### config.mk
export PLATFORM = sky130hd
export DESIGN_NAME = exec_core
export DESIGN_NICKNAME = d
export VERILOG_FILES = /design/src/hw/isa_pkg.sv /design/src/hw/rob_pkg.sv /design/src/hw/alu_unit.sv /design/src/hw/exec_core.sv /design/src/hw/mul_unit.sv /design/src/hw/reorder_buffer.sv
export VERILOG_INCLUDE_DIRS = /design/src /design/src/hw
export SDC_FILE = /design/constraint.sdc
export NUM_CORES = 2
export LEC_CHECK = 0
export BUFFER_PORTS_ARGS = -buffer_cell sky130_fd_sc_hd__buf_2
export CAP_MARGIN = 20
export CORE_UTILIZATION = 30
export DETAILED_ROUTE_END_ITERATION = 10
export PLACE_DENSITY = 0.52
export REMOVE_ABC_BUFFERS = 1
export SYNTH_ARGS = -nofsm -noshare
export SYNTH_HDL_FRONTEND = slang
export SYNTH_HIERARCHICAL = 1
export SYNTH_SLANG_ARGS = --single-unit
export TNS_END_PERCENT = 30
### constraint.sdc
create_clock -name clk -period 3.77 [get_ports clk]
set_clock_uncertainty 0.05 [all_clocks]
set_input_delay 0.754 -clock clk [delete_from_list [all_inputs] [get_ports clk]]
set_output_delay 0.754 -clock clk [all_outputs]
set_load 0.1 [all_outputs]
### src/hw/core_params.svh
`ifndef CORE_PARAMS_SVH
`define CORE_PARAMS_SVH

// datapath widths
`define XLEN        32
`define REG_IDX_W   5

// reorder buffer
`define ROB_DEPTH   4
`define ROB_TAG_W   2   // enough bits to number every slot

// multiplier latency in cycles
`define MUL_STAGES  6

`endif

### src/hw/isa_pkg.sv
`default_nettype none

`include "core_params.svh"

package isa_pkg;

    typedef logic [`XLEN-1:0]      data_t;
    typedef logic [`REG_IDX_W-1:0] reg_idx_t;   // destination register number

    // fixed encodings 0 to 9
    typedef enum logic [3:0] {
        OP_ADD   = 4'd0,
        OP_SUB   = 4'd1,
        OP_AND   = 4'd2,
        OP_OR    = 4'd3,
        OP_XOR   = 4'd4,
        OP_SLL   = 4'd5,
        OP_SRL   = 4'd6,
        OP_SLT   = 4'd7,
        OP_MUL   = 4'd8,   // low word
        OP_MULHU = 4'd9    // high word, unsigned
    } alu_op_t;

endpackage

`default_nettype wire

### src/hw/rob_pkg.sv
`default_nettype none

`include "core_params.svh"

package rob_pkg;

    // slot number, handed out at issue and returned with the result
    typedef logic [`ROB_TAG_W-1:0] rob_tag_t;

    typedef enum logic [1:0] {
        ENTRY_FREE = 2'd0,
        ENTRY_WAIT = 2'd1,   // allocated, result pending
        ENTRY_DONE = 2'd2    // result written, ready to retire
    } entry_state_t;

endpackage

`default_nettype wire

### src/hw/alu_unit.sv
`timescale 1ns/1ns
`default_nettype none

`include "core_params.svh"

module alu_unit (
    input  wire logic              clk,
    input  wire logic              arst_n,
    input  wire logic              issue_accept,
    input  wire isa_pkg::alu_op_t  issue_op,
    input  wire rob_pkg::rob_tag_t issue_tag,
    input  wire isa_pkg::data_t    issue_a,
    input  wire isa_pkg::data_t    issue_b,
    output logic                   alu_done,
    output rob_pkg::rob_tag_t      alu_tag,
    output isa_pkg::data_t         alu_value
);

    logic           is_alu_op;
    isa_pkg::data_t result;

    // ALU class only, multiplies go elsewhere
    always_comb begin
        is_alu_op = 1'b1;
        result    = '0;
        case (issue_op)
            isa_pkg::OP_ADD: result = issue_a + issue_b;
            isa_pkg::OP_SUB: result = issue_a - issue_b;
            isa_pkg::OP_AND: result = issue_a & issue_b;
            isa_pkg::OP_OR:  result = issue_a | issue_b;
            isa_pkg::OP_XOR: result = issue_a ^ issue_b;
            isa_pkg::OP_SLL: result = issue_a << issue_b[4:0];
            isa_pkg::OP_SRL: result = issue_a >> issue_b[4:0];
            isa_pkg::OP_SLT: begin
                result = {{(`XLEN-1){1'b0}}, ($signed(issue_a) < $signed(issue_b))};
            end
            default: is_alu_op = 1'b0;
        endcase
    end

    always_ff @(posedge clk or negedge arst_n) begin
        if (!arst_n) begin
            alu_done <= 1'b0;
        end else begin
            alu_done <= issue_accept && is_alu_op;   // single pulse
        end
    end

    always_ff @(posedge clk) begin
        if (issue_accept && is_alu_op) begin
            alu_tag   <= issue_tag;
            alu_value <= result;
        end
    end

endmodule

`default_nettype wire

### src/hw/exec_core.sv
`timescale 1ns/1ns
`default_nettype none

`include "core_params.svh"

module exec_core (
    input  wire logic              clk,
    input  wire logic              arst_n,
    input  wire logic              issue_valid,
    input  wire isa_pkg::alu_op_t  issue_op,
    input  wire isa_pkg::reg_idx_t issue_rd,
    input  wire isa_pkg::data_t    issue_a,
    input  wire isa_pkg::data_t    issue_b,
    output logic                   rob_full,
    output logic                   commit_valid,
    output isa_pkg::reg_idx_t      commit_rd,
    output isa_pkg::data_t         commit_value
);

    logic              issue_accept;
    rob_pkg::rob_tag_t issue_tag;

    // result buses back to the reorder buffer
    logic              alu_done;
    rob_pkg::rob_tag_t alu_tag;
    isa_pkg::data_t    alu_value;
    logic              mul_done;
    rob_pkg::rob_tag_t mul_tag;
    isa_pkg::data_t    mul_value;

    reorder_buffer u_reorder_buffer (
        .clk          (clk),
        .arst_n       (arst_n),
        .issue_valid  (issue_valid),
        .issue_rd     (issue_rd),
        .alu_done     (alu_done),
        .alu_tag      (alu_tag),
        .alu_value    (alu_value),
        .mul_done     (mul_done),
        .mul_tag      (mul_tag),
        .mul_value    (mul_value),
        .issue_accept (issue_accept),
        .issue_tag    (issue_tag),
        .rob_full     (rob_full),
        .commit_valid (commit_valid),
        .commit_rd    (commit_rd),
        .commit_value (commit_value)
    );

    alu_unit u_alu_unit (
        .clk          (clk),
        .arst_n       (arst_n),
        .issue_accept (issue_accept),
        .issue_op     (issue_op),
        .issue_tag    (issue_tag),
        .issue_a      (issue_a),
        .issue_b      (issue_b),
        .alu_done     (alu_done),
        .alu_tag      (alu_tag),
        .alu_value    (alu_value)
    );

    mul_unit #(
        .STAGES (`MUL_STAGES)
    ) u_mul_unit (
        .clk          (clk),
        .arst_n       (arst_n),
        .issue_accept (issue_accept),
        .issue_op     (issue_op),
        .issue_tag    (issue_tag),
        .issue_a      (issue_a),
        .issue_b      (issue_b),
        .mul_done     (mul_done),
        .mul_tag      (mul_tag),
        .mul_value    (mul_value)
    );

endmodule

`default_nettype wire

### src/hw/mul_unit.sv
`timescale 1ns/1ns
`default_nettype none

`include "core_params.svh"

module mul_unit #(
    parameter int STAGES = `MUL_STAGES
) (
    input  wire logic              clk,
    input  wire logic              arst_n,
    input  wire logic              issue_accept,
    input  wire isa_pkg::alu_op_t  issue_op,
    input  wire rob_pkg::rob_tag_t issue_tag,
    input  wire isa_pkg::data_t    issue_a,
    input  wire isa_pkg::data_t    issue_b,
    output logic                   mul_done,
    output rob_pkg::rob_tag_t      mul_tag,
    output isa_pkg::data_t         mul_value
);

    logic                   mul_start;
    logic [2*`XLEN-1:0]     product;

    logic [STAGES-1:0]      vld_q;
    rob_pkg::rob_tag_t      tag_q  [STAGES];
    logic                   hi_q   [STAGES];   // mulhu selects the upper word
    logic [2*`XLEN-1:0]     prod_q [STAGES];

    assign mul_start = issue_accept &&
                       (issue_op == isa_pkg::OP_MUL || issue_op == isa_pkg::OP_MULHU);

    // full unsigned product
    assign product = {{`XLEN{1'b0}}, issue_a} * {{`XLEN{1'b0}}, issue_b};

    always_ff @(posedge clk or negedge arst_n) begin
        if (!arst_n) begin
            vld_q <= '0;
        end else begin
            vld_q[0] <= mul_start;
            for (int i = 1; i < STAGES; i++) begin
                vld_q[i] <= vld_q[i-1];
            end
        end
    end

    // payload shifts every cycle so a new op can enter each cycle
    always_ff @(posedge clk) begin
        tag_q[0]  <= issue_tag;
        hi_q[0]   <= (issue_op == isa_pkg::OP_MULHU);
        prod_q[0] <= product;
        for (int i = 1; i < STAGES; i++) begin
            tag_q[i]  <= tag_q[i-1];
            hi_q[i]   <= hi_q[i-1];
            prod_q[i] <= prod_q[i-1];
        end
    end

    assign mul_done  = vld_q[STAGES-1];
    assign mul_tag   = tag_q[STAGES-1];
    assign mul_value = hi_q[STAGES-1] ? prod_q[STAGES-1][2*`XLEN-1:`XLEN]
                                      : prod_q[STAGES-1][`XLEN-1:0];

endmodule

`default_nettype wire

### src/hw/reorder_buffer.sv
`timescale 1ns/1ns
`default_nettype none

`include "core_params.svh"

module reorder_buffer (
    input  wire logic              clk,
    input  wire logic              arst_n,
    input  wire logic              issue_valid,
    input  wire isa_pkg::reg_idx_t issue_rd,
    input  wire logic              alu_done,
    input  wire rob_pkg::rob_tag_t alu_tag,
    input  wire isa_pkg::data_t    alu_value,
    input  wire logic              mul_done,
    input  wire rob_pkg::rob_tag_t mul_tag,
    input  wire isa_pkg::data_t    mul_value,
    output logic                   issue_accept,
    output rob_pkg::rob_tag_t      issue_tag,
    output logic                   rob_full,
    output logic                   commit_valid,
    output isa_pkg::reg_idx_t      commit_rd,
    output isa_pkg::data_t         commit_value
);

    rob_pkg::entry_state_t state_q [`ROB_DEPTH];
    isa_pkg::reg_idx_t     rd_q    [`ROB_DEPTH];
    isa_pkg::data_t        value_q [`ROB_DEPTH];

    rob_pkg::rob_tag_t     head_q;
    rob_pkg::rob_tag_t     tail_q;
    logic [`ROB_TAG_W:0]   count_q;   // one extra bit to hold a full count

    logic                  commit_ready;

    assign rob_full     = (count_q == (`ROB_TAG_W+1)'(`ROB_DEPTH));
    assign issue_accept = issue_valid && !rob_full;
    assign issue_tag    = tail_q;
    assign commit_ready = (state_q[head_q] == rob_pkg::ENTRY_DONE);

    // control state: entry states, pointers, count
    always_ff @(posedge clk or negedge arst_n) begin
        if (!arst_n) begin
            for (int i = 0; i < `ROB_DEPTH; i++) begin
                state_q[i] <= rob_pkg::ENTRY_FREE;
            end
            head_q       <= '0;
            tail_q       <= '0;
            count_q      <= '0;
            commit_valid <= 1'b0;
        end else begin
            if (issue_accept) begin
                state_q[tail_q] <= rob_pkg::ENTRY_WAIT;
                tail_q <= (tail_q == rob_pkg::rob_tag_t'(`ROB_DEPTH-1)) ? '0 : tail_q + 1'b1;
            end

            // both units may write back in the same cycle
            if (alu_done) begin
                state_q[alu_tag] <= rob_pkg::ENTRY_DONE;
            end
            if (mul_done) begin
                state_q[mul_tag] <= rob_pkg::ENTRY_DONE;
            end

            if (commit_ready) begin
                state_q[head_q] <= rob_pkg::ENTRY_FREE;
                head_q <= (head_q == rob_pkg::rob_tag_t'(`ROB_DEPTH-1)) ? '0 : head_q + 1'b1;
            end
            commit_valid <= commit_ready;   // one pulse per retired entry

            case ({issue_accept, commit_ready})
                2'b10:   count_q <= count_q + 1'b1;
                2'b01:   count_q <= count_q - 1'b1;
                default: count_q <= count_q;
            endcase
        end
    end

    // entry payload
    always_ff @(posedge clk) begin
        if (issue_accept) begin
            rd_q[tail_q] <= issue_rd;
        end
        if (alu_done) begin
            value_q[alu_tag] <= alu_value;
        end
        if (mul_done) begin
            value_q[mul_tag] <= mul_value;
        end
        if (commit_ready) begin
            commit_rd    <= rd_q[head_q];
            commit_value <= value_q[head_q];
        end
    end

endmodule

`default_nettype wire

==> run metrics <==
RSZ-0062 raised after global routing=true; Cells after Synth=5856; largest net degree at the start of global routing=98; Post-synth ARST share=3.57%; worst-skew pair later-pin latency=0.62 ns; cts hold-fix bufs=0; top cells by count, synth=inv_1 (975), fa_1 (899), and2_1 (604), nand2_1 (560), dfxtp_1 (402); ANT nets after route=0; grt total ovfl=0; DP HPWL=153000 µm; top post-synthesis cells by area=fa_1 (30%), dfxtp_1 (13%), edfxtp_1 (11%), ha_1 (7.9%), and2_1 (6.3%); cell with the most instances after synthesis=inv_1; Slew HR=36.9%; Worst Tran Pin Value=0.947 ns; Total GRT Usage=18.6%; fraction of layout cells with a size suffix above 1=24.1%; drc violations=0; port bufs=114; final setup violating endpoints=69; Worst EP required=4.22 ns; WS Path Type=in -> reg; CTS clk-pin slew, worst paths=0.06 ns; Max Cap Viol=0; Pre-Repair DR Iteration Count=8; Seq/Total Area, Yosys=25.4%; synthesized area=59900 µm²; num rows=163; Avg WL per Cell=20.4 µm; Hold Crit Class=in -> async; final hold viol count=0; fin nets=7968; routability cong.=0.945; Syn. warnings=6; total CTS buffers=66; core area=198000 µm²; outcome=finished with violations; Pins Over Slew Limit=0; CTS root buf=clkbuf_16; main flop type after synthesis=dfxtp_1; mean post-synth cell area=10.2 µm²; Post-synth EDFFs=219; initial antenna violation count=18; via count=43800; crit path time final=7.20 ns; Worst setup SP type=primary input; synthesis-to-layout area growth=23.8%; critical path fanouts, max=17; Final Util=37.5%; failing checks=setup timing; first-pass GRT wire length=287000 µm; Yosys reg bits=644; fmax=139 MHz; die height=449 µm; H-tree depth=3; count of cell types in the netlist=99; drt total wl=190000 µm; Detailed Route Iter0 Violations=2770; Setup TNS Final=-161.07 ns; placed instance area=69300 µm²; Crit. End Element=flip-flop; Starting Density=30.3%; Final period util=191%; Design Area, Final=74100 µm²; Ports=115; via/cell ratio=4.71; Critical Path AT=7.65 ns; final worst setup slack=-3.43 ns; area leader, netlist=fa_1; Die X=449 µm; die area=201000 µm²; CTS max path bufs=3; # clock sinks=644; CTS tree=done; top cell type's share of synthesized area=30.1%; number of global-route vias before repair=46500; Min Hold Slack=0.0948 ns
[layout by cell type (no fill, tap or decap), drive strengths merged, types with 9 or more instances in the layout]
cell type,Yosys,final
nor2b,17,17
nand2,561,561
o31ai,15,15
edfxtp,219,219
nand2b,25,25
and3,15,15
xor2,29,29
xnor2,67,67
nor2,181,181
dfxtp,402,402
o21bai,17,17
dfrtp,23,23
o21ai,174,174
mux2i,74,74
mux4,46,46
inv,979,988
a221oi,28,28
a22oi,13,13
a31oi,18,18
nand4,25,25
or2,9,9
o22ai,23,23
clkinv,0,13
clkbuf,257,97
and2,605,605
a211oi,27,27
o211ai,25,25
nor3,40,40
buf,71,1014
a21o,50,50
fa,899,899
or3,13,13
nand3,40,40
ha,378,378
nor4,14,14
mux2,170,170
a221o,11,11
o221ai,13,13
a21oi,197,197
[layer usage]
layer | part of all wire [%] | up-vias | routed length [µm] | global-route usage [%]
li1 | - | 20000 | - | -
met1 | 45 | 22400 | 85700 | 25.7
met2 | 47 | 1133 | 88300 | 29.9
met3 | 5.6 | 228 | 10700 | 3.05
met4 | 2.7 | 6 | 5030 | 5.14
met5 | 0.022 | - | 41 | 0
[through the flow]
| stage | instances | worst slack [ns] |
|---|---|---|
| floorplan | 5528 | -3.48 |
| global route | 9308 | -3.56 |
| CTS | 9286 | -3.37 |
| global placement | 9136 | -4.38 |
| finish | 9311 | -3.43 |
| detailed placement | 9136 | -4.48 |
[timing repair]
action | CTS | global route
setup endpoints to repair | 89 | 81
buffers inserted | 29 | 21
gates resized for setup | 332 | 168
cloned | 4 | 1
pin swaps | 148 | 107
[critical path: stages]
cell	delay, ns
buf_2	0.15
buf_12	0.16
and2_4	0.14
fa_1	0.55
fa_1	0.43
fa_1	0.50
inv_1	0.07
fa_1	0.55
inv_2	0.04
fa_1	0.56
fa_1	0.46
fa_1	0.54
fa_1	0.45
ha_4	0.30
nand4_1	0.16
or3_4	0.44
a2111oi_4	0.27
a221oi_4	0.09
a21oi_4	0.23
buf_6	0.14
a31oi_4	0.12
a21oi_4	0.26
a41oi_2	0.14
xnor2_1	0.14
[state kept, by name (all words and copies together) (netlist names), 2 cells and up]
signal	cells
u_alu_unit/alu_tag	2
u_alu_unit/alu_value	32
u_mul_unit/hi_q	6
u_mul_unit/prod_q	384
u_mul_unit/tag_q	12
u_mul_unit/vld_q	6
u_reorder_buffer/commit_rd	5
u_reorder_buffer/commit_value	32
u_reorder_buffer/count_q	3
u_reorder_buffer/head_q	2
u_reorder_buffer/issue_tag	2
u_reorder_buffer/rd_q	20
u_reorder_buffer/state_q	8
u_reorder_buffer/value_q	128
[cell type report]
cell class              count  area [µm²]
repair buffers           1019        8650
clock inverters            25         307
well taps                2640        3300
multi-input cells        3905       41100
fillers                 19800      124000
diodes                      5        12.5
clock buffers              94        1870
flip-flops and latches    644       15200
inverters                 979        3670
[final timing paths]
| check | start | to | slack, ns | cells past startpoint |
|---|---|---|---|---|
| worst max register to register | u_reorder_buffer/count_q[0]$_DFFE_PN0P_ | u_reorder_buffer/count_q[2]$_DFFE_PN0P_ | 1.17 | 9 |
| worst min-delay path | arst_n | u_reorder_buffer/commit_valid$_DFF_PN0_ | 0.09 | 1 |
| worst max-delay path | issue_b[7] | u_mul_unit/prod_q[0][62]$_DFF_P_ | -3.43 | 24 |
| max in group asynchronous | arst_n | u_reorder_buffer/head_q[0]$_DFFE_PN0N_ | 3.13 | 1 |
| worst min register to register | u_mul_unit/prod_q[4][32]$_DFF_P_ | u_mul_unit/prod_q[5][32]$_DFF_P_ | 0.26 | 0 |
| min in group clk | u_mul_unit/prod_q[4][32]$_DFF_P_ | u_mul_unit/prod_q[5][32]$_DFF_P_ | 0.26 | 0 |
[kinds of logic (layout without fill, tap and decap cells)]
group / count (synthesis) / in the layout / share of synthesized area (%)
AND/OR/NAND/NOR: 1572 / 1572 / 13.3
buffers and inverters: 1307 / 2117 / 8.37
adder cells (fa/ha/maj): 1277 / 1277 / 37.9
AO/OA/AOI/OAI: 670 / 670 / 7.40
flip-flops: 644 / 644 / 25.4
multiplexers: 290 / 290 / 6.16
XOR/XNOR: 96 / 96 / 1.40
other: 0 / 5 / 0
Power is left out: the tool's default activity adds up to more than one toggle a clock period on the data nets, which glitch-free logic cannot reach.
